===== src/huffman_pkg.sv =====
`default_nettype none

package huffman_pkg;

    // table and codebook sizes
    localparam int max_records = 16;  // merge records held in the table
    localparam int rec_idx_w = 4;     // bits of a record index
    localparam int max_path = 128;    // code path bits per character
    localparam int max_chars = 256;   // codebook entries, one per character

    // tree node as stored in a merge record
    typedef struct packed {
        logic       is_sum;  // 1 = sum node, idx names the record
        logic [7:0] idx;     // record index or character index
    } node_t;

    // one merge step of the tree build
    typedef struct packed {
        node_t least1;  // least frequent node, branch bit 0
        node_t least2;  // second least frequent node, branch bit 1
    } merge_rec_t;

    // path is right aligned, first branch in the highest used bit
    typedef struct packed {
        logic [7:0]          len;
        logic [max_path-1:0] path;
    } cb_entry_t;

    typedef logic [7:0] byte_t;

    // header serializer states
    typedef enum logic [1:0] {
        hdr_idle,
        hdr_shift,
        hdr_done
    } hdr_state_e;

    // tree walk states
    typedef enum logic [2:0] {
        walk_idle,
        walk_fetch,
        walk_emit,
        walk_wait,
        walk_end
    } walk_state_e;

endpackage

`default_nettype wire


===== src/merge_table.sv =====
`default_nettype none

module merge_table (
    input  logic                                clk,
    input  logic                                rst,
    input  logic                                load_en,
    input  logic [huffman_pkg::rec_idx_w-1:0]   load_addr,
    input  huffman_pkg::merge_rec_t             load_rec,
    input  logic [huffman_pkg::rec_idx_w-1:0]   rd_addr,
    output huffman_pkg::merge_rec_t             rd_rec
);

    huffman_pkg::merge_rec_t recs [huffman_pkg::max_records];

    // one record per cycle from the load port
    always_ff @(posedge clk or posedge rst) begin
        if (rst) begin
            for (int i = 0; i < huffman_pkg::max_records; i++) begin
                recs[i] <= '0;
            end
        end else if (load_en) begin
            recs[load_addr] <= load_rec;
        end
    end

    // walk reads the record it points at in the same cycle
    assign rd_rec = recs[rd_addr];

endmodule

`default_nettype wire


===== config.mk =====
export PLATFORM = sky130hd
export DESIGN_NAME = merge_table
export DESIGN_NICKNAME = d
export VERILOG_FILES = /design/src/huffman_pkg.sv /design/src/merge_table.sv
export SDC_FILE = /design/constraint.sdc
export NUM_CORES = 1
export LEC_CHECK = 0
export ABC_CLOCK_PERIOD_IN_PS = 11900
export BUFFER_PORTS_ARGS = -buffer_cell sky130_fd_sc_hd__buf_2
export CAP_MARGIN = 15
export CORE_ASPECT_RATIO = 0.8
export CORE_MARGIN = 2
export CORE_UTILIZATION = 50
export DETAILED_ROUTE_END_ITERATION = 10
export PLACE_DENSITY = 0.65
export SLEW_MARGIN = 20
export SYNTH_ARGS = -nofsm -noshare
export SYNTH_HDL_FRONTEND = slang
export SYNTH_SLANG_ARGS = --single-unit

===== constraint.sdc =====
create_clock -name clk -period 11.9 [get_ports clk]
set_clock_uncertainty 0.2 [all_clocks]
set_input_delay 0.595 -clock clk [delete_from_list [all_inputs] [get_ports clk]]
set_output_delay 0.595 -clock clk [all_outputs]
set_load 0.05 [all_outputs]

Word level (Yosys, flattened, before mapping)
Index checks and enable logic that the tools add are counted.

Output and inout port bits: 18. Bits of input ports: 29. Bits in registers: 288.

Multiplexer cells: 6. Order comparisons: 3. Reductions and logical operators: 1. Bitwise logic cells: 2.

Operators by type and width (count): $bwmux 288 (1); $bmux 18 s4 (1); $demux 18 s4 (1); $mux 18 (3); $ge 5x5->1 const B (2); $not 4->5 (2); $lt 5x1->1 const B (1); $logic_and 1x1->1 (1).

Longest topological paths before layout
Depth in word-level cells: 6. Gate-level depth with buffers: 6. Mapped depth without buffers: 3.

Worst setup path before layout
OpenSTA, ideal clock, no wires.

Path type: input to output. From: in rd_addr[0] (netlist name). To: out rd_rec[0] (netlist name). Data required time: 11.105 ns. Path slack: 9.028 ns. Data arrival time: 2.077 ns. Stages: 5. Buffers on the path: 2. Cell sequence: buf_2 -> buf_2 -> mux4_2 -> a22oi_1 -> nand2_1.

RTL lines: from (decl) (line merge_table.sv:9) `input logic [huffman_pkg::rec_idx_w-1:0] rd_addr,`; to (decl) (line merge_table.sv:10) `output huffman_pkg::merge_rec_t rd_rec`.

==> results.toml <==
[outcome]
status = "finished clean"

[pwr]
p_leak_nw = 6.32
peak_supply_drop_mv = 0.140
pwr_density_cell_nw_per_um2 = 193
total_power_mw = 2.81

[layout]
final_cell_mix = "sky130_fd_sc_hd__dfrtp_1, sky130_fd_sc_hd__mux2_2, sky130_fd_sc_hd__mux4_2"
final_layout_size_suffix_gt1_frac = 0.574
max_flop_register = "recs"
seq_area_sq_um = 7210
multi_input_comb_area_sq_um = 5470
fillCellCount = 1945
largest_registers = "recs x288"
largest_register_ffs = 288
area_growth_syn_to_layout_pct = 12.1
finalNetCount = 862
layout.cells.most_common = "sky130_fd_sc_hd__dfrtp_1"

[grt]
gr-total-overflow = 0
first_global_vias = 7907
total_track_usage = 0.235
grt_first_pass_wirelength_microns = 47900
grt_start_max_net_pins = 126
grt_antenna_before_repair = 5

[synthesis]
syn-num-nets = 827
postSynth.topFlopCell = "sky130_fd_sc_hd__dfrtp_1"
syn_area_per_cell_sq_um = 16.3
fraction_of_the_yosys_area_taken_by_sequential_cells = 0.555
postSynthRegisterBits = 288
synth-edff-count = 0
syn-instance-count = 798
post_synth_instance_area_sq_um = 13000
synth-warning-count = 0
synth_cell_type_count = 28
proportion_of_register_bits_with_asynchronous_set_or_reset_after_synthesis = 1.00

[floorplan]
core_region_area_sq_um = 25400
die_height_microns = 148
std_cell_rows = 52
starting_density = 0.510
pin_count = 47
die_area_sq_um = 27300
die_w_microns = 184

[drt]
vias_per_cell = 5.99
initialDrtViolationCount = 271
routed_wl_per_cell_microns = 25.3
route.antenna.remaining_nets = 0
drc = 0
num_vias = 7261
total_routed_length_microns = 30600
dr.pass1.iters = 4

[timing]
timing.final.crit_share = 0.333
final-max-slew-violation-count = 0
period_minus_slack_ns = 3.96
rsz0062_at_grt = "false"
setup_total_negative_slack_ns = 0
post-route-worst-setup-slack_ns = 7.94
report.final.hold_viol_count = 0
max_clock_freq_mhz = 253
timing.final.setup_violations = 0
max-slew-margin-rel = 0.261
worstMarginPinSlew_ns = 1.11

[cts]
cts.clk_slew.worst_paths_ns = 0.06
ctsRootBufferMaster = "sky130_fd_sc_hd__clkbuf_16"
clock_sink_count = 288
clock_tree_from_tritoncts = "built"
insertion_delay_ns = 0.54
cts_inserted_buffers = 30
clk_path_buf_depth = 3
ctsHoldBuffers = 0
postCtsResizedCells = 0
cts.htree.levels = 1
post-cts-setup-buffer-count = 0

[place]
port_buffers = 46
pre_cts_ws_ns = 7.86
gp_congestion = 0.757
post_dp_hpwl_microns = 17600

[setup_path]
timing.critical_path.to_type = "output port"
critical_path.max_fanout = 40
criticalPathCategory = "primary input to output port"
critical_path_arrival_ns = 3.16
worstPathRequired_ns = 11.11
critPathLaunchType = "primary input"

[hold_path]
hp-class = "primary input to async pin"

[job]
maxCapViolCount = 0
==> metrics by stage <==
stage                     cells  hold slack, ns  instance area (sq um)   util
after floorplan             798           0.253                  13000      -
after global placement     1152           0.264                  13500  0.532
after detailed placement   1152           0.288                  13500  0.532
after CTS                  1208          0.0700                  14500  0.572
after global routing       1208           0.106                  14600  0.572
final                      1212          0.0409                  14600  0.572
==> worst paths after layout <==
kind / startpoint / endpoint / slack, ns / depth (start not counted)
setup reg to reg: recs[190] / recs[190] / 10.91 / 1
max in group asynchronous: rst / recs[73] / 10.17 / 3
hold reg to reg: recs[54] / recs[54] / 0.30 / 1
setup / recovery: rd_addr[0] / rd_rec[13] / 7.94 / 6
min in group clk: recs[54] / recs[54] / 0.30 / 1
hold / removal: rst / recs[195] / 0.04 / 2
==> metal layers <==
layer	GRT usage	up-vias	part of all wire
li1	-	3076	-
met1	0.324	3970	0.44
met2	0.388	155	0.49
met3	0.0409	58	0.040
met4	0.0712	2	0.030
met5	0	-	0.00042
==> kinds of logic after synthesis <==
group	count (synthesis)	synth area share
multiplexers	360	0.377
flip-flops	288	0.555
buffers and inverters	65	0.0250
AND/OR/NAND/NOR	49	0.0218
AO/OA/AOI/OAI	36	0.0208
==> power by group <==
part / switching (mW) / internal (mW) / total, mW
Combinational: 0.228 / 0.301 / 0.530
Clock: 0.378 / 0.578 / 0.955
Sequential: 0.113 / 1.21 / 1.32
Total: 0.719 / 2.09 / 2.81
==> cell type report <==
cell class | instances | area share
Multi-Input combinational cell | 445 | 0.376
Clock buffer | 43 | 0.0605
Timing Repair Buffer | 67 | 0.0275
Antenna cell | 4 | 0.000687
Sequential cell | 288 | 0.495
Tap cell | 351 | 0.0302
Inverter | 1 | 0.000773
Clock inverter | 13 | 0.00988
==> cells in the mapped netlist (2+ instances only) <==
library cell,n,area [sq um]
sky130_fd_sc_hd__nor2_1,2,7.51
sky130_fd_sc_hd__nor2b_1,2,12.5
sky130_fd_sc_hd__mux2_4,10,150
sky130_fd_sc_hd__nor3_4,2,32.5
sky130_fd_sc_hd__nor3b_1,2,15.0
sky130_fd_sc_hd__nand3b_1,2,15.0
sky130_fd_sc_hd__a22oi_1,36,270
sky130_fd_sc_hd__nand3_1,2,10.0
sky130_fd_sc_hd__buf_1,4,15.0
sky130_fd_sc_hd__dfrtp_1,288,7210
sky130_fd_sc_hd__clkbuf_1,29,109
sky130_fd_sc_hd__mux4_2,72,1620
sky130_fd_sc_hd__nand2b_1,5,31.3
sky130_fd_sc_hd__buf_4,8,60.1
sky130_fd_sc_hd__buf_2,21,105
sky130_fd_sc_hd__nand2_1,20,75.1
sky130_fd_sc_hd__nor2_2,6,37.5
sky130_fd_sc_hd__mux2_2,277,3120
==> worst max-delay path: stages <==
cell	delay [ns]
sky130_fd_sc_hd__buf_4	0.52
sky130_fd_sc_hd__buf_4	0.77
sky130_fd_sc_hd__mux4_2	0.63
sky130_fd_sc_hd__a22oi_1	0.22
sky130_fd_sc_hd__nand2_1	0.11
sky130_fd_sc_hd__buf_2	0.23
(Power assumes the default switching activity.)
