### config.mk
export PLATFORM = sky130hd
export DESIGN_NAME = cb_synthesis
export DESIGN_NICKNAME = d
export VERILOG_FILES = /design/src/huffman_pkg.sv /design/src/cb_synthesis.sv
export SDC_FILE = /design/constraint.sdc
export NUM_CORES = 2
export LEC_CHECK = 0
export BUFFER_PORTS_ARGS = -buffer_cell sky130_fd_sc_hd__clkbuf_2
export CORE_AREA = 2 2 668 338
export DETAILED_ROUTE_END_ITERATION = 10
export DIE_AREA = 0 0 670 340
export PLACE_DENSITY = 0.5
export SETUP_SLACK_MARGIN = 0.4
export SYNTH_ARGS = -nofsm -noshare
export SYNTH_HDL_FRONTEND = slang
export SYNTH_SLANG_ARGS = --single-unit
### constraint.sdc
create_clock -name clk -period 22.4 [get_ports clk]
set_input_delay 1.12 -clock clk [delete_from_list [all_inputs] [get_ports clk]]
set_output_delay 1.12 -clock clk [all_outputs]
set_load 0.005 [all_outputs]
### src/huffman_pkg.sv
`default_nettype none

package huffman_pkg;

    // table and codebook sizes
    localparam int max_records = 16;  // merge records held in the table
    localparam int rec_idx_w = 4;     // bits of a record index
    localparam int max_path = 128;    // code path bits per character
    localparam int max_chars = 256;   // codebook entries, one per character

    // tree node as stored in a merge record
    typedef struct packed {
        logic       is_sum;  // 1 = sum node, idx names the record
        logic [7:0] idx;     // record index or character index
    } node_t;

    // one merge step of the tree build
    typedef struct packed {
        node_t least1;  // least frequent node, branch bit 0
        node_t least2;  // second least frequent node, branch bit 1
    } merge_rec_t;

    // path is right aligned, first branch in the highest used bit
    typedef struct packed {
        logic [7:0]          len;
        logic [max_path-1:0] path;
    } cb_entry_t;

    typedef logic [7:0] byte_t;

    // header serializer states
    typedef enum logic [1:0] {
        hdr_idle,
        hdr_shift,
        hdr_done
    } hdr_state_e;

    // tree walk states
    typedef enum logic [2:0] {
        walk_idle,
        walk_fetch,
        walk_emit,
        walk_wait,
        walk_end
    } walk_state_e;

endpackage

`default_nettype wire

### src/cb_synthesis.sv
`default_nettype none

module cb_synthesis (
    input  logic                                clk,
    input  logic                                rst,
    input  logic                                start,
    input  logic [huffman_pkg::rec_idx_w:0]     num_records,
    output logic [huffman_pkg::rec_idx_w-1:0]   rd_addr,
    input  huffman_pkg::merge_rec_t             rd_rec,
    output logic                                char_found,
    output logic [7:0]                          char_index,
    output huffman_pkg::node_t                  least1,
    output huffman_pkg::node_t                  least2,
    input  logic                                write_finish,
    output logic                                cb_wr_en,
    output logic [7:0]                          cb_wr_addr,
    output huffman_pkg::cb_entry_t              cb_wr_entry,
    output logic                                flush
);

    huffman_pkg::walk_state_e state;

    // explicit stack of frames, top is the record being visited
    logic [huffman_pkg::rec_idx_w-1:0] stk_rec   [huffman_pkg::max_records];
    logic [huffman_pkg::max_path-1:0]  stk_path  [huffman_pkg::max_records];
    logic [7:0]                        stk_len   [huffman_pkg::max_records];
    logic                              stk_child [huffman_pkg::max_records];

    logic [huffman_pkg::rec_idx_w-1:0] top;
    logic [huffman_pkg::rec_idx_w-1:0] frame_idx;
    logic [huffman_pkg::rec_idx_w:0]   last_rec;
    logic                              cur_child;
    huffman_pkg::node_t                cur_node;
    logic [huffman_pkg::max_path-1:0]  child_path;
    logic [7:0]                        child_len;

    assign last_rec  = num_records - 1'b1;     // root is the last record
    assign rd_addr   = stk_rec[top];
    assign cur_child = stk_child[top];         // 0 = least1 next, 1 = least2 next
    assign cur_node  = cur_child ? rd_rec.least2 : rd_rec.least1;

    assign child_path = {stk_path[top][huffman_pkg::max_path-2:0], cur_child};
    assign child_len  = stk_len[top] + 8'd1;

    // least2 sum replaces its parent frame, parent has nothing left to visit
    assign frame_idx = cur_child ? top : top + 1'b1;

    assign char_found        = (state == huffman_pkg::walk_emit);
    assign char_index        = cur_node.idx;
    assign least1            = rd_rec.least1;
    assign least2            = rd_rec.least2;
    assign cb_wr_en          = char_found;
    assign cb_wr_addr        = cur_node.idx;
    assign cb_wr_entry.len   = child_len;
    assign cb_wr_entry.path  = child_path;
    assign flush             = (state == huffman_pkg::walk_end);

    always_ff @(posedge clk or posedge rst) begin
        if (rst) begin
            state <= huffman_pkg::walk_idle;
            top   <= '0;
        end else begin
            case (state)
                huffman_pkg::walk_idle: begin
                    if (start) begin
                        top   <= '0;
                        state <= (num_records == '0) ? huffman_pkg::walk_end
                                                     : huffman_pkg::walk_fetch;
                    end
                end
                huffman_pkg::walk_fetch: begin
                    if (cur_node.is_sum) begin
                        top <= frame_idx;              // descend, one record per cycle
                    end else begin
                        state <= huffman_pkg::walk_emit;
                    end
                end
                huffman_pkg::walk_emit: begin
                    state <= huffman_pkg::walk_wait;
                end
                huffman_pkg::walk_wait: begin
                    if (write_finish) begin
                        if (!cur_child) begin
                            state <= huffman_pkg::walk_fetch;
                        end else if (top == '0) begin
                            state <= huffman_pkg::walk_end;  // root frame finished
                        end else begin
                            top   <= top - 1'b1;             // back to the parent's least2
                            state <= huffman_pkg::walk_fetch;
                        end
                    end
                end
                huffman_pkg::walk_end: begin
                    state <= huffman_pkg::walk_idle;
                end
                default: state <= huffman_pkg::walk_idle;
            endcase
        end
    end

    // stack contents
    always_ff @(posedge clk) begin
        if (state == huffman_pkg::walk_idle && start) begin
            stk_rec[0]   <= last_rec[huffman_pkg::rec_idx_w-1:0];
            stk_path[0]  <= '0;
            stk_len[0]   <= '0;
            stk_child[0] <= 1'b0;
        end
        if (state == huffman_pkg::walk_fetch && cur_node.is_sum) begin
            stk_child[top]       <= 1'b1;  // parent goes on with least2 later
            stk_rec[frame_idx]   <= cur_node.idx[huffman_pkg::rec_idx_w-1:0];
            stk_path[frame_idx]  <= child_path;
            stk_len[frame_idx]   <= child_len;
            stk_child[frame_idx] <= 1'b0;
        end
        if (state == huffman_pkg::walk_wait && write_finish && !cur_child) begin
            stk_child[top] <= 1'b1;
        end
    end

endmodule

`default_nettype wire

# == After elaboration in Yosys (flattened, before gate mapping) ==
# Memories as Yosys holds them, arrays and structs flattened.
# Cells that the tools add are included.
# word_totals
input_bits,27
n_memories,4
ff_bits,7
out_inout_bits,177
elab_cells,70
mem_bits_rw,2256
# classes
eq_ne,10
n_bitwise,1
n_reduce_logical,15
n_addsub,4
n_mux,34
# memory_table
name,depth,width,rd,rd_ports_with_merged_regs,write_ports,line_no,text
stk_path,16,128,1,0,1,cb_synthesis.sv:25,logic [huffman_pkg::max_path-1:0] stk_path [huffman_pkg::max_records];
stk_len,16,8,1,0,1,cb_synthesis.sv:26,logic [7:0] stk_len [huffman_pkg::max_records];
stk_rec,16,4,1,0,1,cb_synthesis.sv:24,logic [huffman_pkg::rec_idx_w-1:0] stk_rec [huffman_pkg::max_records];
stk_child,16,1,1,0,2,cb_synthesis.sv:27,logic stk_child [huffman_pkg::max_records];
# ops
cell,n
128-bit two-way mux,1
128-bit OR reduction,1
4-bit two-way mux,11
3-bit two-way mux,6
1-bit two-way mux,12
"2-bit inequality test, second input constant",6
3-bit case mux with 4 select lines,1
4-bit case mux with 3 select lines,1
9-bit two-way mux,1
"8-bit by 1-bit adder with 8-bit output, second input constant",1
8-bit two-way mux,1
8-bit OR reduction,1
"4-bit by 1-bit subtractor with 4-bit output, second input constant",2
"3-bit by 2-bit == test with 1-bit output, second input constant",2
6-bit AND reduction,1
5-bit logical NOT,1
"4-bit by 1-bit adder with 4-bit output, second input constant",1
1-bit logical AND,4
4-bit logical NOT,1
4-bit OR reduction,1
"3-bit by 1-bit == test with 1-bit output, second input constant",1
"3-bit == test, second input constant",1
3-bit logical NOT,1
3-bit AND reduction,1
4 further kinds,4

# == Logic depth before layout (Yosys ltp) ==
# depth
depth_word,8
mapped_depth,11
ltp_nobuf,8

# == Least setup slack after synthesis ==
# No wires, ideal clock.
# synth_timing
path_type,input to register
startpoint,input rd_rec[17] in the netlist's numbering
endpoint,memory stk_len[0][0] (enable)
n_path_buf,0
setup_ns,0.832
arrival_time_ns,11.779
setup_slack_ns,9.789
t_required_ns,21.568
cell_stages,4
cell_sequence,or4bb_1 > nor3_1 > mux2i_1 > o21ai_0
# synth_via
elab_chain_cells,6
elab_cells_between_ends,7
classes_between,5 x mux; 2 x reduce/logical
# synth_lines
item,line_no,text
from (decl),cb_synthesis.sv:9,"input huffman_pkg::merge_rec_t rd_rec,"
9-bit two-way mux (*),cb_synthesis.sv:40,assign cur_node = cur_child ? rd_rec.least2 : rd_rec.least1;
1-bit logical AND (*),cb_synthesis.sv:109,if (state == huffman_pkg::walk_fetch && cur_node.is_sum) begin
1-bit two-way mux (*),cb_synthesis.sv:109,
1-bit two-way mux (implied by the code) (*),cb_synthesis.sv:113,stk_len[frame_idx] <= child_len;
8-bit OR reduction (no line),--,
4-bit two-way mux (no line) / 1-bit two-way mux (equally long branches),--,
to (decl),cb_synthesis.sv:26,
# Mark *: on every way between the ends. The rest lies on a longest branch, timed or not.

==> impl_metrics.tcl <==
set metrics [dict create \
    path_cells "buf_4, buf_4, mux4_2, a22oi_1, nand2_1, nand3_1, nor2_1, xor2_1, clkbuf_2" \
    core_um2 223000 \
    power_switching_mw 3.59 \
    synth_cell_types 58 \
    synth_cells 3515 \
    r2r-start "top[0]" \
    rsz0062_at_grt "no" \
    synth_top_cell_by_area "edfxtp_1" \
    combPwrFrac 0.268 \
    yosysSeqAreaShare 0.781 \
    fin_ws_ps 15410 \
    gr-total-overflow 0 \
    htreeDepth 4 \
    post_drt_wl_per_cell_um 30.6 \
    setup_tns_ps 0 \
    tritoncts "built" \
    period_share 0.312 \
    nFillCells 18800 \
    instances_no_fill 6960 \
    drv_slew 0 \
    synth_ff_type "edfxtp_1" \
    area_growth_pct 12.8 \
    slew_headroom 0.143 \
    path_delay_family "buffers and inverters" \
    dieArea_um2 228000 \
    p_sw_frac 0.296 \
    first_iter_violations 4281 \
    synth_top_area_share 0.775 \
    clock_sinks 2247 \
    drive_gt1_frac 0.327 \
    synth_commonest_cells "2,224 x edfxtp_1, 689 x mux4_2, 136 x and2_1, 76 x clkbuf_1, 73 x buf_2" \
    hpwl_mm 105 \
    num_rows 123 \
    viasPerCell 5.56 \
    die_width_um 670 \
    cpMostUsedCell "buf_4" \
    finalSetupViolations 0 \
    ys_seq_elements 2247 \
    dr.pass1.iters 5 \
    setup.worst_path.start "top[1]" \
    cts_root_buf "clkbuf_16" \
    wl_mm 213 \
    ys_warn_count 0 \
    fin_skew_ps 71.7 \
    dp_slack_ps 15730 \
    p_int_mw 8.55 \
    drv_cap 0 \
    criticalPathCategory "register to primary output" \
    grt_use_total 0.186 \
    critPathLaunchType "register" \
    crit_buf_inv 3 \
    post_cts_resized 0 \
    hold_viol 0 \
    synthTopCellsByArea "edfxtp_1 78%, mux4_2 18%, and2_1 0.99%" \
    dp.cells 6591 \
    crit_arrival_ps 5870 \
    period_needed_ps 6990 \
    cp_slowest_cell "dfrtp_4" \
    post_cts_buffers 0 \
    clkPwrFrac 0.284 \
    power_density_nw_per_um2 125 \
    num_io_pins 204 \
    die_h_um 340 \
    path_clk_slew_ps 70 \
    p_leak_nw 30.3 \
    syn_nets 3548 \
    worst_slew_pin_slew_ps 1290 \
    grt_start_max_net_pins 110 \
    status "complete, no violations" \
    antenna_found_initial 8 \
    clock_latency_ps 880 \
    hp-class "input pin to async pin" \
    postCtsHoldBufs 0 \
    synth_most_common_cell "edfxtp_1" \
    seqPwrFrac 0.449 \
    via_count 38700 \
    cts_buffers 207 \
    peakVddDrop_mv 0.0969 \
    synth_edf_count 2224 \
    syn-cell-area_um2 86200 \
    start_util 0.387 \
    grt_first_pass_wirelength_mm 305 \
    cp.required_ps 21280 \
    place_congestion 0.716 \
    max_freq_mhz 143 \
    drc 0 \
    grt_pass1_vias 39400 \
    antenna_left 0 \
    io_buffer_count 203 \
    synthArstFlopShare 0.00312 \
    cts_buffer_depth 4 \
    cp_slowest_stage_delay_ps 1050 \
    crit_path_max_fanout 75 \
    end_kind "primary output" \
    syn_area_per_cell_um2 24.5 \
    nets 3833 \
]
-- sequential cells by signal, indices dropped and copies added (netlist names) --
| signal | cells |
|---|---|
| stk_path | 2032 |
| stk_len | 128 |
| stk_rec | 64 |
| stk_child | 16 |
| top | 4 |
| state | 3 |
-- per-layer routing --
| layer | GRT usage | up-vias | share of wire |
|---|---|---|---|
| met5 | 0 | - | 0 |
| met4 | 0.0350 | 0 | 0.016 |
| met3 | 0.0329 | 242 | 0.058 |
| met2 | 0.273 | 1138 | 0.45 |
| met1 | 0.292 | 21600 | 0.48 |
| li1 | - | 15700 | - |
-- power by group through the flow --
stage          sequential (mW)  combinational [mW]  clock [mW]
6_report                  5.44                3.25        3.45
5_1_grt                   5.47                3.53        3.70
4_1_cts                   5.45                3.36        3.53
3_5_place_dp              5.53                3.35           0
3_3_place_gp              5.53                3.34           0
2_1_floorplan             5.53                2.09           0
-- layout make-up --
type	count	area (um^2)	share of cell area
clock buffers	263	5560	0.0572
flip-flops and latches	2247	67300	0.692
diodes	5	12.5	0.000129
inverters	14	62.6	0.000644
well taps	3000	3750	0.0386
multi-input cells	1043	17900	0.184
repair buffers	287	1730	0.0178
clock inverters	101	847	0.00872
-- cell families after synthesis --
group,share of synthesized area
DFF,0.781
muxes,0.183
and+or+nand+nor,0.0156
buffers and inverters,0.0126
AOI/OAI and AO/OA,0.00620
xor gates and xnor gates,0.000610
adders and majority gates,0.000871
-- cell usage in the layout, fill, tap and decap left out, types with 7 or more instances in the layout --
cell type  instances
a21oi_1           11
a22oi_1           11
a31oi_1           18
and2_1           134
buf_12             7
buf_4             77
bufinv_16         14
clkbuf_1          45
clkbuf_16        212
clkbuf_2         203
clkinv_1          47
clkinv_2          30
dfxtp_1           16
edfxtp_1        2224
inv_1             11
mux2_2            11
mux2i_1            7
mux4_2           689
nand2_1           22
nand3_1           10
nor2_1            34
nor2b_4            8
o21ai_0           12
-- path summary, 6_finish.rpt --
check,endpoint,slack (ps),cells past startpoint
setup / recovery,cb_wr_entry[135],15410,9
hold / removal,state[1],240,2
setup reg to reg,stk_path[2][67],15920,9
hold reg to reg,stk_child[14],470,2
max in group asynchronous,top[0],21870,2
min in group clk,stk_child[14],470,2
-- metrics by stage --
stage                     hold slack (ps)  instance area [um^2]  utilization  total power, mW
after global placement                447                 90800        0.408             8.88
after detailed placement              460                 90800        0.408             8.89
after CTS                             174                 97200        0.436             12.3
after global routing                  223                 97200        0.436             12.7
after floorplan                       428                 86200            -             7.62
final                                 241                 97200        0.436             12.1
(Power assumes the default switching activity.)
