File: config.mk
export PLATFORM = sky130hd
export DESIGN_NAME = bit_packer
export DESIGN_NICKNAME = d
export VERILOG_FILES = /design/src/huffman_pkg.sv /design/src/bit_packer.sv
export SDC_FILE = /design/constraint.sdc
export NUM_CORES = 1
export LEC_CHECK = 0
export BUFFER_PORTS_ARGS = -buffer_cell sky130_fd_sc_hd__buf_2
export CAP_MARGIN = 20
export CORE_MARGIN = 2
export CORE_UTILIZATION = 49
export DETAILED_ROUTE_END_ITERATION = 8
export GPL_ROUTABILITY_DRIVEN = 1
export PLACE_DENSITY = 0.73
export SKIP_CTS_REPAIR_TIMING = 1
export SYNTH_ARGS = -nofsm -noshare
export SYNTH_HDL_FRONTEND = slang
export SYNTH_SLANG_ARGS = --single-unit
export TNS_END_PERCENT = 10
File: constraint.sdc
create_clock -name clk -period 2.1 [get_ports clk]
set_input_delay 0.105 -clock clk [delete_from_list [all_inputs] [get_ports clk]]
set_output_delay 0.105 -clock clk [all_outputs]
set_load 0.005 [all_outputs]
File: src/huffman_pkg.sv
`default_nettype none

package huffman_pkg;

    // table and codebook sizes
    localparam int max_records = 16;  // merge records held in the table
    localparam int rec_idx_w = 4;     // bits of a record index
    localparam int max_path = 128;    // code path bits per character
    localparam int max_chars = 256;   // codebook entries, one per character

    // tree node as stored in a merge record
    typedef struct packed {
        logic       is_sum;  // 1 = sum node, idx names the record
        logic [7:0] idx;     // record index or character index
    } node_t;

    // one merge step of the tree build
    typedef struct packed {
        node_t least1;  // least frequent node, branch bit 0
        node_t least2;  // second least frequent node, branch bit 1
    } merge_rec_t;

    // path is right aligned, first branch in the highest used bit
    typedef struct packed {
        logic [7:0]          len;
        logic [max_path-1:0] path;
    } cb_entry_t;

    typedef logic [7:0] byte_t;

    // header serializer states
    typedef enum logic [1:0] {
        hdr_idle,
        hdr_shift,
        hdr_done
    } hdr_state_e;

    // tree walk states
    typedef enum logic [2:0] {
        walk_idle,
        walk_fetch,
        walk_emit,
        walk_wait,
        walk_end
    } walk_state_e;

endpackage

`default_nettype wire

File: src/bit_packer.sv
`default_nettype none

module bit_packer (
    input  logic       clk,
    input  logic       rst,
    input  logic       bit_valid,
    input  logic       bit1,
    input  logic       flush,
    input  logic       start,
    output logic       byte_valid,
    output logic [7:0] byte_out,
    output logic       done
);

    huffman_pkg::byte_t sh;   // newest bit in bit 0
    logic [2:0]         fill; // bits held in sh
    logic               flush_d;

    always_ff @(posedge clk or posedge rst) begin
        if (rst) begin
            fill       <= '0;
            byte_valid <= 1'b0;
            flush_d    <= 1'b0;
            done       <= 1'b0;
        end else begin
            byte_valid <= 1'b0;
            flush_d    <= flush;
            if (bit_valid) begin
                fill <= fill + 3'd1;           // wraps to 0 on the eighth bit
                if (fill == 3'd7) begin
                    byte_valid <= 1'b1;
                end
            end else if (flush) begin
                fill       <= '0;
                byte_valid <= (fill != 3'd0);  // nothing to pad when empty
            end
            if (start) begin
                done <= 1'b0;
            end else if (flush_d) begin
                done <= 1'b1;
            end
        end
    end

    always_ff @(posedge clk) begin
        if (bit_valid) begin
            sh <= {sh[6:0], bit1};
        end
        if (bit_valid && fill == 3'd7) begin
            byte_out <= {sh[6:0], bit1};
        end else if (flush && fill != 3'd0) begin
            byte_out <= sh << (4'd8 - {1'b0, fill});  // first bit to bit 7, zero pad
        end
    end

endmodule

`default_nettype wire

==> Word-level counts from Yosys, hierarchy flattened <==
Index checks and enable logic that the tools add are counted.
{ "classes": {"addsub": 2, "eq_ne": 1, "n_shift": 1, "n_mux": 9, "n_reduce_logical": 6} }
{ "ops": {"columns": ["operator", "n"], "rows": [
  ["8-bit 2-to-1 mux", 2],
  ["8-bit by 4-bit left shift with 8-bit output", 1],
  ["3-bit 2-to-1 mux", 2],
  ["2-bit nonzero test", 3],
  ["1-bit 2-to-1 mux", 5],
  ["4-bit by 3-bit subtractor with 4-bit output (first input constant)", 1],
  ["3-bit by 1-bit adder with 3-bit output (second input constant)", 1],
  ["3-bit == test (second input constant)", 1],
  ["3-bit nonzero test", 1],
  ["1-bit logical AND", 2]
]} }
{ "word_totals": {"register_bits": 22, "in_bits": 6, "output_inout_bits": 10, "word_cells": 25} }

==> Logic depth before layout (Yosys ltp) <==
Gate-level depths: netlist of run 1.
{ "depth": {"word_depth": 4, "mapped_depth": 7, "mapped_depth_nobuf": 6} }

==> Worst setup path after synthesis of run 1 <==
No wires, ideal clock.
{ "synth_path": {"path_kind": "reg2reg", "startpoint": "register fill[0]", "endpoint": "register byte_out[7], data pin", "setup_ns": 0.261, "arrival_ns": 1.948, "required_time_ns": 1.839, "path_slack_ns": -0.108, "stages_incl_launch_ff": 8, "path_buffers": 2, "synth_period_minus_slack_ns": 2.208, "path_cell_list": "dfrtp_1 -> buf_6 -> inv_1 -> ha_1 -> buf_4 -> mux4_2 -> and4_1 -> a221o_1"} }
{ "synth_between": {"elab_chain_cells": 4, "word_cells_on_any_way": 6, "cone_classes": "1 x add/sub; 1 x eq/ne; 1 x shift; 2 x mux; 1 x reduce/logical"} }
{ "synth_rtl": {"columns": ["element", "line_no", "source"], "rows": [
  ["start, declared", "bit_packer.sv:16", "logic [2:0] fill;"],
  ["start signal, assigned", "bit_packer.sv:29", "fill <= fill + 3'd1;"],
  ["4-bit by 3-bit subtractor with 4-bit output", "bit_packer.sv:52", "byte_out <= sh << (4'd8 - {1'b0, fill});"],
  ["8-bit by 4-bit left shift with 8-bit output", "bit_packer.sv:52", null],
  ["8-bit 2-to-1 mux", "bit_packer.sv:51", "end else if (flush && fill != 3'd0) begin"],
  ["8-bit 2-to-1 mux (*)", "bit_packer.sv:49", "if (bit_valid && fill == 3'd7) begin"],
  ["end signal, assigned", "bit_packer.sv:50", "byte_out <= {sh[6:0], bit1};"],
  ["end signal, assigned", "bit_packer.sv:52", null],
  ["end, declared", "bit_packer.sv:11", "output logic [7:0] byte_out,"]
]} }
Mark *: on every way between the ends. The rest lies on a longest branch, timed or not. The select of a mux whose other input is x is not followed.
A chain may end at the register's enable or synchronous reset.

==> Final worst setup path of run 1 <==
Ends and elaborated chain as after synthesis.

==> results of run 1 <==
sequential cells by signal, summed over array words and instances, names as in the netlist:
signal      count
byte_out        8
byte_valid      1
done            1
fill            3
flush_d         1
sh              8
power by group through the flow:
stage | Sequential, µW | Clock, µW | Combinational [µW]
finish | 581 | 193 | 350
global route | 588 | 223 | 388
CTS | 581 | 202 | 342
detailed placement | 590 | 0 | 341
global placement | 587 | 0 | 327
floorplan | 589 | 0 | 254
Yosys cell counts, drive strengths merged:
| cell type | instances | share of area |
|---|---|---|
| a221o | 4 | 0.037 |
| dfrtp | 6 | 0.14 |
| clkbuf | 1 | 0.0034 |
| and2 | 1 | 0.0057 |
| nand2b | 1 | 0.0057 |
| a22o | 4 | 0.032 |
| o31ai | 2 | 0.014 |
| o21ai | 1 | 0.0046 |
| ha | 4 | 0.046 |
| mux2 | 1 | 0.010 |
| buf | 3 | 0.022 |
| or3 | 1 | 0.0057 |
| inv | 5 | 0.017 |
| o22ai | 1 | 0.0057 |
| nor3 | 3 | 0.014 |
| and4 | 4 | 0.034 |
| mux2i | 4 | 0.037 |
| nor2 | 4 | 0.014 |
| edfxtp | 16 | 0.44 |
| nand2 | 5 | 0.017 |
| mux4 | 4 | 0.090 |
| nor3b | 1 | 0.0069 |
cells by family after synthesis:
| logic type | after synthesis |
|---|---|
| mux | 9 |
| fa+ha+maj | 4 |
| simple gates | 20 |
| compound gates | 12 |
| buf+inv | 9 |
| flops | 22 |
stage by stage:
step	cells	area (µm²)	hold WS, ns
6_report	124	1260	0.212
5_1_grt	124	1260	0.203
4_1_cts	120	1220	-0.309
3_5_place_dp	116	1190	0.0329
3_3_place_gp	116	1190	0.0185
2_1_floorplan	76	1110	-0.104
cell type report:
type                    instances  area [µm²]  share of cell area
inverters                       5        21.3              0.0169
clock buffers                   4        26.3              0.0208
repair buffers                 20         123              0.0972
well taps                      28        35.0              0.0278
flip-flops and latches         22         631               0.500
multi-input cells              45         425               0.337
how the worst max path moves through the flow:
stage                 start          end  slack [ns]  cells after the start
floorplan           fill[0]  byte_out[7]       0.005                      7
global placement    fill[0]  byte_out[7]        0.15                      5
detailed placement  fill[0]  byte_out[7]        0.11                      5
CTS                 fill[0]  byte_out[7]         0.1                      5
global route        fill[1]  byte_out[7]        0.03                      5
finish              fill[0]  byte_out[7]         0.1                      5
layer usage:
metal  vias to the layer above  wire length [µm]
li1                        338                 -
met1                       354               791
met2                        25               970
met3                         6               111
met4                         0                41
met5                         -                 0
==> qor.txt, run 1 <==
=====================================================================================
Most used cells in the layout excluding fill and tap cells               edfxtp_1 (16), buf_2 (15), dfrtp_1 (6), nand2_1 (5)
Met3 demand-to-capacity share in global routing                                0.0409
Most frequent standard cell in the layout excluding fill and tap cells       edfxtp_1
Worst path required time                                                      2.16 ns
Class of the tightest hold or removal check                              input pin to register
Total power density per cell area                                          891 nW/µm²
Fraction of the mapped netlist area in compound gates                          0.0930
Adder-cell share of the synthesized area                                       0.0459
Die span in x                                                                 51.2 µm
Hold endpoint                                                                   sh[0]
Simple-gate portion of the synthesized area                                     0.103
FF-to-FF path depth                                                                 5
Clock transition at the registers of the reported paths                       0.11 ns
Terminus of the critical flop-to-flop path                                byte_out[7]
Setup violators final                                                               0
Placer's final routability congestion estimate                                  0.811
Final setup skew                                                           0.00761 ns
Maximum number of pins on one net before global-route repair                       18
Seq cells post-synth                                                               22
DIE AREA                                                                     2620 µm²
Mapped Nets                                                                        86
TritonCTS clock tree                                                             done
Drt first-iter violations                                                          23
Internal reg-to-reg setup slack                                                0.1 ns
Worst path cell trace                                                    inv_4 > ha_4 > mux4_2 > and4_1 > a221o_1
Endpoint type of the worst setup path                                        register
Setup ws final                                                              0.0996 ns
Distinct cell type count of the synthesized netlist                                26
Relative contribution of combinational cells to total power                     0.312
Beginning of the worst register-to-register path                              fill[0]
Most Crowded Layer GR                                                            met2
Portion of netlist area occupied by mux cells                                   0.137
Combinational family with the most area after synthesis                  multiplexers
Signed area change from the synthesized netlist to the final layout             15.7%
Class of the most critical setup path                                    register to register
Grt met1 use                                                                    0.183
Starting utilization of the core area                                           0.507
Total internal power                                                           800 µW
Grt total ovfl                                                                      0
Accumulated negative setup slack                                                 0 ns
Highest Clock Rate                                                            500 MHz
Actual slew at the worst max-slew pin                                        0.485 ns
Filler cell count                                                                 176
IO buf count                                                                       15
H-tree levels                                                                       1
Count of inserted antenna diode cells                                               0
Via count of the first global-routing pass                                        674
Total power                                                                   1120 µW
Avg WL per Cell                                                               15.4 µm
Worst setup slack after placement                                            0.108 ns
Inserted Clock Buffers                                                              3
Post-DRT Antenna Nets                                                               0
Total number of vias                                                              723
Synthesized-area fraction occupied by xor and xnor cells                            0
Flop pwr share                                                                  0.517
Mean area per synthesized cell                                               14.3 µm²
Headroom to the max-slew limit                                                  0.674
Count of final hold-check violations                                                0
Sequential share of the synthesized area                                        0.579
Fin crit share                                                                  0.953
Arr. time, crit path                                                          2.06 ns
Max rail drop VDD                                                            0.379 mV
Post-synthesis cell area                                                     1090 µm²
I/O pin total                                                                      16
Switching power as a share of total power                                       0.288
GR Layer Usage met2                                                             0.281
Leakage power of the design                                               0.000528 µW
Post-layout net count                                                             107
Delay-heaviest family, CP                                                multiplexers
Insertion delay to the later sink of the worst-skew pair                      0.30 ns
Die Span Y                                                                    51.2 µm
Delay of the slowest cell on the worst path                                   0.49 ns
Maximum Capacitance Violations                                                      0
Detailed-route DRC error count                                                      0
Final cell utilization of the core                                              0.587
Element type at the critical path start                                      register
Outcome                                                                  finished, final reports clean
Max Buffers Root-to-Sink                                                            2
Yosys warnings                                                                      0
Worst hold path stage count                                                         1
Source of the worst hold timing path                                        bit_valid
Unrepaired setup endpoints after global routing                                 false
Slew Limit Fails                                                                    0
Antenna violations before repair                                                    0
Sink count of the clock tree                                                       22
Router iterations before antenna repair                                             4
Average vias per placed instance                                                 5.83
Standard cell with the maximum stage delay on the critical path                mux4_2
Fraction of layout cells with a size suffix above 1                             0.260
Gate count after technology mapping                                                76
Sw Pwr                                                                         323 µW
Number of placement rows                                                           17
Total GRT Usage                                                                 0.164
First-pass GRT wire length                                                    3.07 mm
Crit-path max FO                                                                   10
Clock Tree Root                                                              clkbuf_4
Wire length reported by the detailed router                                   1.92 mm
Proportion of power drawn by the clock network                                  0.171
Final critical path time including I/O delays and setup                       2.00 ns
Buf/Inv on CP                                                                       1
Core area                                                                    2150 µm²
=====================================================================================
(Power assumes the default switching activity.)
==> run 2: changes to the inputs <==
--- a/config.mk
+++ b/config.mk
@@ -11,7 +11,7 @@
 export CORE_UTILIZATION = 49
 export DETAILED_ROUTE_END_ITERATION = 8
 export GPL_ROUTABILITY_DRIVEN = 1
-export PLACE_DENSITY = 0.73
+export PLACE_DENSITY = 0.76
 export SKIP_CTS_REPAIR_TIMING = 1
 export SYNTH_ARGS = -nofsm -noshare
 export SYNTH_HDL_FRONTEND = slang
==> run 2 against run 1 <==
  * Global-route usage decreased by 1.6 points
  * First-iteration DRC count decreased by 48%
  * Die area unchanged
  * Critical path depth unchanged
  * Critical path type unchanged
  * Routed wire length decreased by 5.2%
  * Combinational power decreased by 3%
==> qor.txt, run 2 (synthesis gave the netlist of run 1 again) <==
========================================================================================
Endpoint type of the worst setup path                                           register
Detailed-route DRC error count                                                         0
Highest Clock Rate                                                               503 MHz
Maximum number of pins on one net before global-route repair                          18
Die span in x                                                                    51.2 µm
Worst path required time                                                         2.16 ns
Standard cell with the maximum stage delay on the critical path                   mux4_2
Combined flip-flop and latch cell area                                           631 µm²
Buf/Inv on CP                                                                          1
Worst setup slack after placement                                               0.137 ns
Grt total ovfl                                                                         0
Avg WL per Cell                                                                  14.6 µm
First-pass GRT wire length                                                       2.93 mm
Count of inserted antenna diode cells                                                  0
Total half-perimeter wirelength after legalization and detailed placement        1.26 mm
Max rail drop VDD                                                               0.346 mV
Count of placed standard cells including taps                                        116
Largest regs                                                                byte_out (8), sh (8), fill (3)
Class of the most critical setup path                                       register to register
Setup violators final                                                                  0
Worst path cell trace                                                       inv_1 > ha_4 > mux4_2 > and4_1 > a221o_1
Inserted Clock Buffers                                                                 3
Crit-path max FO                                                                      10
Antenna violations before repair                                                       0
Drt first-iter violations                                                             12
Max Buffers Root-to-Sink                                                               2
Outcome                                                                     finished, final reports clean
Die Span Y                                                                       51.2 µm
Router iterations before antenna repair                                                4
Unrepaired setup endpoints after global routing                                    false
Total power density per cell area                                             880 nW/µm²
H-tree levels                                                                          1
Insertion delay to the later sink of the worst-skew pair                         0.30 ns
IO buf count                                                                          15
Final std cells w/o fill                                                             124
Post-DRT Antenna Nets                                                                  0
Placer's final routability congestion estimate                                     0.822
Average vias per placed instance                                                    5.72
Most frequent standard cell in the layout excluding fill and tap cells          edfxtp_1
Number of placement rows                                                              17
Slew Limit Fails                                                                       0
Area of the multi-input gates                                                    425 µm²
Delay-heaviest family, CP                                                   multiplexers
Fraction of layout cells with a size suffix above 1                                0.260
Class of the tightest hold or removal check                                 input pin to register
Final cell utilization of the core                                                 0.587
Maximum Capacitance Violations                                                         0
Arr. time, crit path                                                             2.05 ns
Total GRT Usage                                                                    0.148
Post-layout net count                                                                107
Total number of vias                                                                 709
Starting utilization of the core area                                              0.507
Core area                                                                       2150 µm²
Count of final hold-check violations                                                   0
Actual slew at the worst max-slew pin                                           0.447 ns
Fin crit share                                                                     0.946
Leakage power of the design                                                  0.000528 µW
Via count of the first global-routing pass                                           662
Filler cell count                                                                    173
Setup ws final                                                                  0.113 ns
Signed area change from the synthesized netlist to the final layout                15.7%
Headroom to the max-slew limit                                                     0.700
Final critical path time including I/O delays and setup                          1.99 ns
Delay of the slowest cell on the worst path                                      0.49 ns
Most used cells in the layout excluding fill and tap cells                  edfxtp_1 (16), buf_2 (15), dfrtp_1 (6), nand2_1 (5)
DIE AREA                                                                        2620 µm²
Sink count of the clock tree                                                          22
Clock transition at the registers of the reported paths                          0.12 ns
Wire length reported by the detailed router                                      1.82 mm
Worst Hold Slack                                                                0.202 ns
TritonCTS clock tree                                                                done
Element type at the critical path start                                         register
Final setup skew                                                              0.00647 ns
Accumulated negative setup slack                                                    0 ns
Clock Tree Root                                                                 clkbuf_4
I/O pin total                                                                         16
========================================================================================
## run 2: final cells by class
class	instances	share of cell area
clock inverter	1	0.00298
timing repair buffer	20	0.0972
inverter	5	0.0169
sequential	22	0.500
tap	28	0.0278
clock buffer	3	0.0179
multi-input combinational	45	0.337
## run 2: layer usage
layer	up-vias	track usage	wire, µm
li1	336	-	-
met1	357	0.183	783
met2	16	0.266	971
met3	0	0.0263	60
met4	0	0.0360	0
met5	-	0	0
## run 2: metrics by stage
step           area [µm²]  power (µW)
6_report             1260        1110
3_5_place_dp         1190         924
5_1_grt              1260        1180
3_3_place_gp         1190         915
4_1_cts              1220        1110
2_1_floorplan        1110         844
## run 2: worst paths after layout
check,from,endpoint,slack [ns],cells after the start
min reg2reg,flush_d,done,0.49,2
max in group asynchronous,rst,fill[1],1.64,3
max,fill[1],byte_out[7],0.11,5
max reg2reg,fill[1],byte_out[7],0.11,5
min,bit_valid,fill[2],0.20,3
min in group asynchronous,rst,done,0.28,3
## run 2: worst min-delay path: cells and delay by family
family | cells | cell delay, ns
compound gates | 1 | 0.05
simple gates | 1 | 0.10
buf+inv | 1 | 0.21
## run 2: report_power, final
group,internal (µW),total (µW),switching [µW]
clock,69.1,188,119
combinational,177,341,164
sequential,548,581,33.0
total,794,1110,316
