`config.mk`:
```
export PLATFORM = sky130hd
export DESIGN_NAME = header_synthesis
export DESIGN_NICKNAME = d
export VERILOG_FILES = /design/src/huffman_pkg.sv /design/src/header_synthesis.sv
export SDC_FILE = /design/constraint.sdc
export NUM_CORES = 1
export LEC_CHECK = 0
export ABC_CLOCK_PERIOD_IN_PS = 2300
export BUFFER_PORTS_ARGS = -buffer_cell sky130_fd_sc_hd__buf_2
export CAP_MARGIN = 20
export CORE_MARGIN = 5
export CORE_UTILIZATION = 35
export DETAILED_ROUTE_END_ITERATION = 12
export GPL_ROUTABILITY_DRIVEN = 0
export HOLD_SLACK_MARGIN = 0.06
export PLACE_DENSITY = 0.6
export SKIP_CTS_REPAIR_TIMING = 1
export SLEW_MARGIN = 30
export SYNTH_ARGS = -nofsm -noshare
export SYNTH_HDL_FRONTEND = slang
export SYNTH_SLANG_ARGS = --single-unit
```
`constraint.sdc`:
```
create_clock -name clk -period 2.3 [get_ports clk]
set_input_delay 0.23 -clock clk [delete_from_list [all_inputs] [get_ports clk]]
set_output_delay 0.23 -clock clk [all_outputs]
set_load 0.01 [all_outputs]
```
`src/huffman_pkg.sv`:
```
`default_nettype none

package huffman_pkg;

    // table and codebook sizes
    localparam int max_records = 16;  // merge records held in the table
    localparam int rec_idx_w = 4;     // bits of a record index
    localparam int max_path = 128;    // code path bits per character
    localparam int max_chars = 256;   // codebook entries, one per character

    // tree node as stored in a merge record
    typedef struct packed {
        logic       is_sum;  // 1 = sum node, idx names the record
        logic [7:0] idx;     // record index or character index
    } node_t;

    // one merge step of the tree build
    typedef struct packed {
        node_t least1;  // least frequent node, branch bit 0
        node_t least2;  // second least frequent node, branch bit 1
    } merge_rec_t;

    // path is right aligned, first branch in the highest used bit
    typedef struct packed {
        logic [7:0]          len;
        logic [max_path-1:0] path;
    } cb_entry_t;

    typedef logic [7:0] byte_t;

    // header serializer states
    typedef enum logic [1:0] {
        hdr_idle,
        hdr_shift,
        hdr_done
    } hdr_state_e;

    // tree walk states
    typedef enum logic [2:0] {
        walk_idle,
        walk_fetch,
        walk_emit,
        walk_wait,
        walk_end
    } walk_state_e;

endpackage

`default_nettype wire

```
`src/header_synthesis.sv`:
```
`default_nettype none

module header_synthesis (
    input  logic               clk,
    input  logic               rst,
    input  logic               char_found,
    input  logic [7:0]         char_index,
    input  huffman_pkg::node_t least1,
    input  huffman_pkg::node_t least2,
    output logic               bit_valid,
    output logic               bit1,
    output logic               write_finish
);

    huffman_pkg::hdr_state_e state;

    logic [8:0] shreg;      // leading 1 then index, msb goes out first
    logic [3:0] count;      // bits sent so far
    logic [1:0] zeroes;     // trailing zeroes for the current character
    logic [1:0] zero_cnt;

    // tree shape marker from the record the character came from
    always_comb begin
        if (!least1.is_sum && !least2.is_sum && char_index == least2.idx) begin
            zero_cnt = 2'd2;  // second char of a leaf pair closes the pair
        end else if (least1.is_sum != least2.is_sum) begin
            zero_cnt = 2'd1;
        end else begin
            zero_cnt = 2'd0;
        end
    end

    always_ff @(posedge clk or posedge rst) begin
        if (rst) begin
            state  <= huffman_pkg::hdr_idle;
            count  <= '0;
            zeroes <= '0;
        end else begin
            case (state)
                huffman_pkg::hdr_idle: begin
                    if (char_found) begin
                        state  <= huffman_pkg::hdr_shift;
                        count  <= '0;
                        zeroes <= zero_cnt;
                    end
                end
                huffman_pkg::hdr_shift: begin
                    count <= count + 4'd1;
                    if (count == 4'd8 + {2'b00, zeroes}) begin
                        state <= huffman_pkg::hdr_done;  // last bit on the line now
                    end
                end
                huffman_pkg::hdr_done: begin
                    state <= huffman_pkg::hdr_idle;
                end
                default: state <= huffman_pkg::hdr_idle;
            endcase
        end
    end

    // zeroes shift in behind the index, so the trailing bits come out as 0
    always_ff @(posedge clk) begin
        if (state == huffman_pkg::hdr_idle && char_found) begin
            shreg <= {1'b1, char_index};
        end else if (state == huffman_pkg::hdr_shift) begin
            shreg <= {shreg[7:0], 1'b0};
        end
    end

    assign bit_valid    = (state == huffman_pkg::hdr_shift);
    assign bit1         = bit_valid & shreg[8];
    assign write_finish = (state == huffman_pkg::hdr_done);

endmodule

`default_nettype wire

```
---- Yosys cells after proc, flatten, opt, wreduce, memory -nomap -nowiden ----
Cells that the tools add are included.
cells by class
  add/sub/neg operators ................... 2
  equality and inequality tests ........... 7
  muxes and demuxes ....................... 9
  bitwise logic cells ..................... 1
  reductions and logical operators ........ 11
operator list
  cell                   number
  $mux W8                2
  $eq A8 B8 Y1           1
  $pmux W4 S2            1
  $mux W2                3
  $reduce_and A2 Y1      3
  $add A4 B1 Y4 const B  1
  $add A4 B2 Y4 const A  1
  $eq A4 B4 Y1           1
  $mux W4                1
  $pmux W2 S2            1
  $reduce_bool A2 Y1     2
  $logic_and A1 B1 Y1    3
  $eq A2 B1 Y1 const B   1
  $eq A2 B2 Y1 const B   1
  $logic_not A1 Y1       2
  $logic_not A2 Y1       1
  $ne A2 B1 Y1 const B   1
  $ne A2 B2 Y1 const B   1
  $and A1 B1 Y1          1
  $mux W1                1
  $ne A1 B1 Y1           1
storage, ports and cells
  bits in registers ....................... 17
  input bits .............................. 29
  output and inout bits ................... 3
  logic and storage cells ................. 35

---- Depth between registers and ports, before layout ----
Gate-level depths: netlist of run 1.
  depth after elaboration ................. 4
  mapped depth ............................ 5
  gate-level depth less buffers ........... 4

---- Worst setup path before layout of run 1 ----
No wires, ideal clock.
  kind .................................... register -> register
  start ................................... register state[1]
  end ..................................... register shreg[0], enable pin
  setup time .............................. 0.329 ns
  data arrival time ....................... 1.207 ns
  required time ........................... 1.971 ns
  slack ................................... 0.764 ns
  stages on the path, launching flop included .. 5
  buffers on the path ..................... 2
  period minus slack after synthesis ...... 1.536 ns
  path through ............................ dfrtp_1 or3b_1 buf_2 buf_6 nand2_1
on the way
  longest elaborated chain between the ends .. 3
  elaborated cells between the ends (all ways) .. 4
  those cells by class .................... eq/ne: 1; reduce/logical: 3
RTL lines
  element                                line                    text
  from (decl)                            header_synthesis.sv:15  huffman_pkg::hdr_state_e state;
  from (signal assigned)                 header_synthesis.sv:35  state <= huffman_pkg::hdr_idle;
  from (signal assigned)                 header_synthesis.sv:42  state <= huffman_pkg::hdr_shift;
  from (signal assigned)                 header_synthesis.sv:50  state <= huffman_pkg::hdr_done;
  $logic_not A2 Y1                       header_synthesis.sv:63  if (state == huffman_pkg::hdr_idle && char_found) begin
  $logic_and A1 B1 Y1                    header_synthesis.sv:63
  $reduce_bool A2 Y1 (no source line) *  n/a
  to (signal assigned)                   header_synthesis.sv:64  shreg <= {1'b1, char_index};
  to (signal assigned)                   header_synthesis.sv:66  shreg <= {shreg[7:0], 1'b0};
  to (decl)                              header_synthesis.sv:17  logic [8:0] shreg;
Every way passes the cells marked *; elsewhere a longest branch is shown, timed or not.
A chain may end at the register's enable or synchronous reset.

---- Worst setup path in the final report of run 1 ----
  start ................................... register state[1]
  end ..................................... output port bit1
on the way
  longest elaborated chain between the ends .. 2
RTL lines
  element        line                    text
  $eq A2 B1 Y1   header_synthesis.sv:70  assign bit_valid = (state == huffman_pkg::hdr_shift);
  $and A1 B1 Y1  header_synthesis.sv:71  assign bit1 = bit_valid & shreg[8];
  to (decl)      header_synthesis.sv:11  output logic bit1,
Every way passes these cells.

==> results.json, run 1 <==
{
  "status": "finished clean",
  "synth_top_family_by_area": "simple AND/OR/NAND/NOR gates",
  "r2r_slack_ns": 0.85,
  "post_drt_wl_per_cell_um": 11.3,
  "netlist_area_um2": 867,
  "fin_setup_tns_ns": 0,
  "crit_buf_inv": 2,
  "slowest_delay_ns": 0.41,
  "htree_levels": 1,
  "cp_cell_sequence": "nand2b_1 -> inv_1 -> and2_1 -> buf_2",
  "synthTopCellsByArea": "edfxtp_1 (28%), dfrtp_1 (23%), nand2_1 (14%)",
  "ys_types": 24,
  "root_buffer": "clkbuf_4",
  "grt_pass1_vias": 635,
  "yosys.area_share.xor_xnor_pct": 11.1,
  "final_common_cell": "nand2_1",
  "cp_slowest_cell": "dfrtp_1",
  "rows": 18,
  "yosysTopAreaCell": "edfxtp_1",
  "finClkSkew_ns": 0.00159,
  "initial_core_util_pct": 35.6,
  "ys_ff_latch": 17,
  "grt_pass1_wl_mm": 2.79,
  "cts_tree": "built",
  "cts_sinks": 17,
  "drc": 0,
  "crit_type": "reg -> out",
  "cp.arrival_ns": 1.42,
  "synth.area.mux_share_pct": 1.15,
  "synth_seq_area_share_pct": 53.1,
  "end_kind": "output port",
  "finalSetupViolCount": 0,
  "crit_fanout": 7,
  "yosysWarnings": 0,
  "hold_violations": 0,
  "antenna_found_initial": 0,
  "hp-class": "in -> reg",
  "rsz0062_at_grt": "no",
  "dr.pass1.iters": 4,
  "drive_gt1_share_pct": 24.1,
  "ant_nets": 0,
  "via_per_inst": 4.57,
  "crit_family": "flip-flops",
  "cts_made_buffers": 3,
  "drt_iter0_markers": 18,
  "final_util_pct": 43.2,
  "n_fill_cell": 261,
  "p_per_area_nw_per_um2": 1070,
  "wl_mm": 1.65,
  "drv_cap": 0,
  "finalCriticalPeriod_ns": 1.65,
  "grt.overflow.total": 0,
  "avgSynthCellArea_um2": 9.74,
  "clockBufferDepth": 2,
  "ir_worst_vdd_uv": 577,
  "die-area_um2": 3570,
  "nets": 148,
  "antennaDiodeCount": 0,
  "grt_start_max_net_pins": 14,
  "post-route-period-util_pct": 71.6,
  "synthToLayoutAreaGrowth_pct": 21.1,
  "grt_util_all_layers_pct": 10.6,
  "hold_path_depth": 3,
  "die_height_um": 59.8,
  "cts.clk_slew.worst_paths_ns": 0.09,
  "relSlewSlack_pct": 75.1,
  "timing.rr.start": "state[0]",
  "hpwl_mm": 1.31,
  "synth_nets": 120,
  "fp.coreArea_um2": 2430,
  "synth_fa_ha_area_share_pct": 2.89,
  "vias": 667,
  "crit_path_start": "state[1]",
  "crit_end": "bit1",
  "cp.depth": 4,
  "fp.dieW_um": 59.8,
  "report.final.slew_viol_count": 0,
  "cp-start-kind": "flip-flop",
  "postSynthCellCount": 89,
  "ios": 32,
  "yosys.area_share.simple_pct": 25.3,
  "fmax_mhz": 607,
  "r2r_end": "shreg[3]",
  "cp.required_ns": 2.07,
  "clk_latency_ns": 0.28,
  "synth_compound_area_share_pct": 2.31,
  "power_leakage_uw": 0.000507,
  "worst_pin_slew_ns": 0.373,
  "final_cell_mix": "nand2_1 (32), buf_2 (23), xnor2_1 (10), dfrtp_1 (8), edfxtp_1 (8)",
  "synth_top_cell_area_share_pct": 27.7,
  "hold-worst-slack_ns": 0.230,
  "reg2regPathDepth": 2,
  "io_buffers": 23
}
per-stage QoR:
step / total power (uW) / cells / instance area (um2) / setup WS, ns
after floorplan: 856 / 89 / 867 / 0.764
after global placement: 967 / 141 / 1010 / 0.864
after detailed placement: 989 / 141 / 1010 / 0.826
after CTS: 1140 / 145 / 1040 / 0.635
after global routing: 1220 / 146 / 1050 / 0.559
final: 1130 / 146 / 1050 / 0.654
kinds of logic after synthesis:
kind of cell	after synthesis
DFF	17
muxes	1
buffers and inverters	7
adders and majority gates	2
AOI/OAI and AO/OA	3
and+or+nand+nor	48
xor gates and xnor gates	11
layout make-up:
class,count,area [um2],area share (%)
inverters,4,15.0,1.43
well taps,30,37.5,3.58
repair buffers,26,140,13.3
clock buffers,4,26.3,2.50
flip-flops and latches,17,460,43.9
multi-input cells,65,370,35.3
report_power, final:
part | leakage, uW | total [uW] | internal [uW] | switching [uW]
Sequential | 0.000194 | 572 | 495 | 76.8
Clock | 0.0000150 | 154 | 67.2 | 86.8
Combinational | 0.000299 | 399 | 169 | 230
Total | 0.000507 | 1130 | 731 | 394
cell usage after synthesis:
cell / number
a21o_1: 1
and2_1: 2
dfxtp_1: 1
o31ai_1: 1
xnor2_1: 10
nand3b_1: 1
buf_2: 2
nand4_1: 3
buf_6: 1
inv_1: 4
nor2_1: 2
xor2_1: 1
nand3_1: 3
nor2b_1: 1
ha_1: 2
nor3b_1: 1
nand2_1: 32
o21ai_0: 1
dfrtp_1: 8
edfxtp_1: 8
mux2i_1: 1
nand4b_1: 1
nand2b_1: 1
or3b_1: 1
tightest hold or removal path, delay by kind of cell:
family	cells	cell delay, ns
buffers and inverters	1	0.09
and+or+nand+nor	2	0.08
metal layers:
metal	track usage (%)	share of wire (%)	vias to the layer above
li1	-	-	344
met3	3.02	5.8	2
met1	13.3	44	307
met2	16.8	49	14
met5	0	0	-
met4	4.75	0.60	0
sequential cells by signal, indices dropped and copies added (netlist names):
signal  cells
count       4
shreg       9
state       2
zeroes      2
worst min-delay path by stage:
stage               endpoint     startpoint  slack, ns
detailed placement  count[2]            rst       0.19
finish              shreg[2]  char_index[2]       0.23
global route        shreg[6]  char_index[6]       0.22
CTS                 count[2]            rst      -0.13
floorplan           count[0]            rst       0.05
global placement    count[3]            rst       0.18
(Power assumes the default switching activity.)
==> run 2, diff against run 1 <==
--- a/config.mk
+++ b/config.mk
@@ -5,7 +5,7 @@
 export SDC_FILE = /design/constraint.sdc
 export NUM_CORES = 1
 export LEC_CHECK = 0
-export ABC_CLOCK_PERIOD_IN_PS = 2300
+export ABC_CLOCK_PERIOD_IN_PS = 1570
 export BUFFER_PORTS_ARGS = -buffer_cell sky130_fd_sc_hd__buf_2
 export CAP_MARGIN = 20
 export CORE_MARGIN = 5
==> constraint.sdc (replaced) <==
create_clock -name clk -period 1.57 [get_ports clk]
set_input_delay 0.157 -clock clk [delete_from_list [all_inputs] [get_ports clk]]
set_output_delay 0.157 -clock clk [all_outputs]
set_load 0.01 [all_outputs]
==> run 2 against run 1 <==
Effect of this change: sequential share of layout area down 1.6 points; combinational power up 70%; critical path depth unchanged; register-to-register slack worse by 0.69 ns; sequential power up 47%; worst setup slack worse by 0.57 ns; largest power group unchanged.
==> results.json, run 2 (synthesis results as in run 1) <==
{
  "status": "finished clean",
  "fp.coreArea_um2": 2430,
  "top_register": "shreg",
  "via_per_inst": 4.53,
  "post-route-period-util_pct": 94.6,
  "ant_nets": 0,
  "clkPwrFrac_pct": 13.5,
  "holdCritStartpoint": "char_index[6]",
  "comb_power_share_pct": 38.7,
  "switching_share_pct": 34.7,
  "rsz0062_at_grt": "no",
  "nets": 151,
  "fmax_mhz": 673,
  "drc": 0,
  "p_per_area_nw_per_um2": 1610,
  "cts_tree": "built",
  "grt_util_all_layers_pct": 11.3,
  "die-area_um2": 3570,
  "rows": 18,
  "antennaDiodeCount": 0,
  "seqPwrFrac_pct": 47.9,
  "largestRegisters": "shreg: 9 flops, count: 4 flops",
  "ios": 32,
  "root_buffer": "clkbuf_4",
  "crit_fanout": 7,
  "clockBufferDepth": 2,
  "crit_path_start": "state[1]",
  "report.final.slew_viol_count": 0,
  "grt_start_max_net_pins": 10,
  "drt_iter0_markers": 3,
  "grt.overflow.total": 0,
  "grt_pass1_vias": 734,
  "r2r_end": "shreg[3]",
  "timing.rr.start": "state[0]",
  "initial_core_util_pct": 35.6,
  "crit_type": "reg -> out",
  "fp.dieW_um": 59.8,
  "hpwl_mm": 1.31,
  "vias": 675,
  "cp.required_ns": 1.41,
  "dr.pass1.iters": 4,
  "io_buffers": 23,
  "holdPathEnd": "shreg[6]",
  "r2r_slack_ns": 0.16,
  "clk_latency_ns": 0.29,
  "cp.arrival_ns": 1.33,
  "relSlewSlack_pct": 72.7,
  "cts.clk_slew.worst_paths_ns": 0.10,
  "worst_pin_slew_ns": 0.409,
  "end_kind": "output port",
  "layout_setup_ws_ns": 0.0840,
  "power_leakage_uw": 0.000527,
  "final_cell_mix": "nand2_1 (32), buf_2 (23), xnor2_1 (10), dfrtp_1 (8), edfxtp_1 (8)",
  "n_fill_cell": 250,
  "htree_levels": 1,
  "drv_cap": 0,
  "finClkSkew_ns": 0.00882,
  "p_int_uw": 1140,
  "antenna_found_initial": 0,
  "synthToLayoutAreaGrowth_pct": 25.7,
  "wl_mm": 1.70,
  "largest_reg_flops": 9,
  "drive_gt1_share_pct": 27.7,
  "hold_violations": 0,
  "final_common_cell": "nand2_1",
  "finalCriticalPeriod_ns": 1.49,
  "grt_pass1_wl_mm": 3.02,
  "power_uw": 1750,
  "hold_path_depth": 3,
  "place_ws_ns": 0.180,
  "die_height_um": 59.8,
  "net-switching-power_uw": 608,
  "post_drt_wl_per_cell_um": 11.4,
  "ir_worst_vdd_uv": 854,
  "cts_sinks": 17,
  "reg2regPathDepth": 4,
  "cp-start-kind": "flip-flop",
  "hp-class": "in -> reg",
  "cts_made_buffers": 3,
  "finalSetupViolCount": 0
}
[run 2: changes by cell type in the layout (fill, tap and decap cells not counted), sizes merged]
cell	change
buf	+3
[run 2: area by class of cell]
class	instances	area, um2	share of cell area [%]
Sequential cell	17	460	42.3
Multi-Input combinational cell	65	373	34.2
Inverter	4	17.5	1.61
Tap cell	30	37.5	3.44
Timing Repair Buffer	29	175	16.1
Clock buffer	4	26.3	2.41
[run 2: layer usage]
metal,wire (um),part of all wire (%),up-vias,GRT usage [%]
met3,120,7.1,4,4.75
met4,16,0.94,0,3.16
met2,791,47,19,19.1
met1,772,45,300,12.9
li1,-,-,352,-
met5,0,0,-,0
[run 2: per-stage QoR]
step | instance area, um2 | TNS [ns] | util (%) | hold slack (ns) | std cells
2_1_floorplan | 867 | 0 | - | -0.0273 | 89
3_3_place_gp | 1050 | 0 | 43.1 | 0.105 | 144
3_5_place_dp | 1050 | 0 | 43.1 | 0.119 | 144
4_1_cts | 1070 | -0.0499 | 44.2 | -0.210 | 148
5_1_grt | 1090 | 0 | 44.8 | 0.145 | 149
6_report | 1090 | 0 | 44.8 | 0.145 | 149
[run 2: critical path, stage by stage, from the launching register on]
cell	delay, ns
dfrtp_1	0.42
nand2b_2	0.27
inv_4	0.11
and2_1	0.11
buf_2	0.12
[run 2: worst max-delay path by stage]
stage | end | slack [ns]
2_1_floorplan | shreg[0] | 0.03
3_3_place_gp | shreg[5] | 0.20
3_5_place_dp | shreg[7] | 0.18
4_1_cts | bit1 | -0.05
5_1_grt | bit1 | 0.004
6_report | bit1 | 0.08
[run 2: power groups by stage]
stage,clock (uW),combinational [uW],sequential (uW)
after floorplan,0,438,817
after global placement,0,653,841
after detailed placement,0,662,851
after CTS,248,671,838
after global routing,270,779,861
final,236,677,838
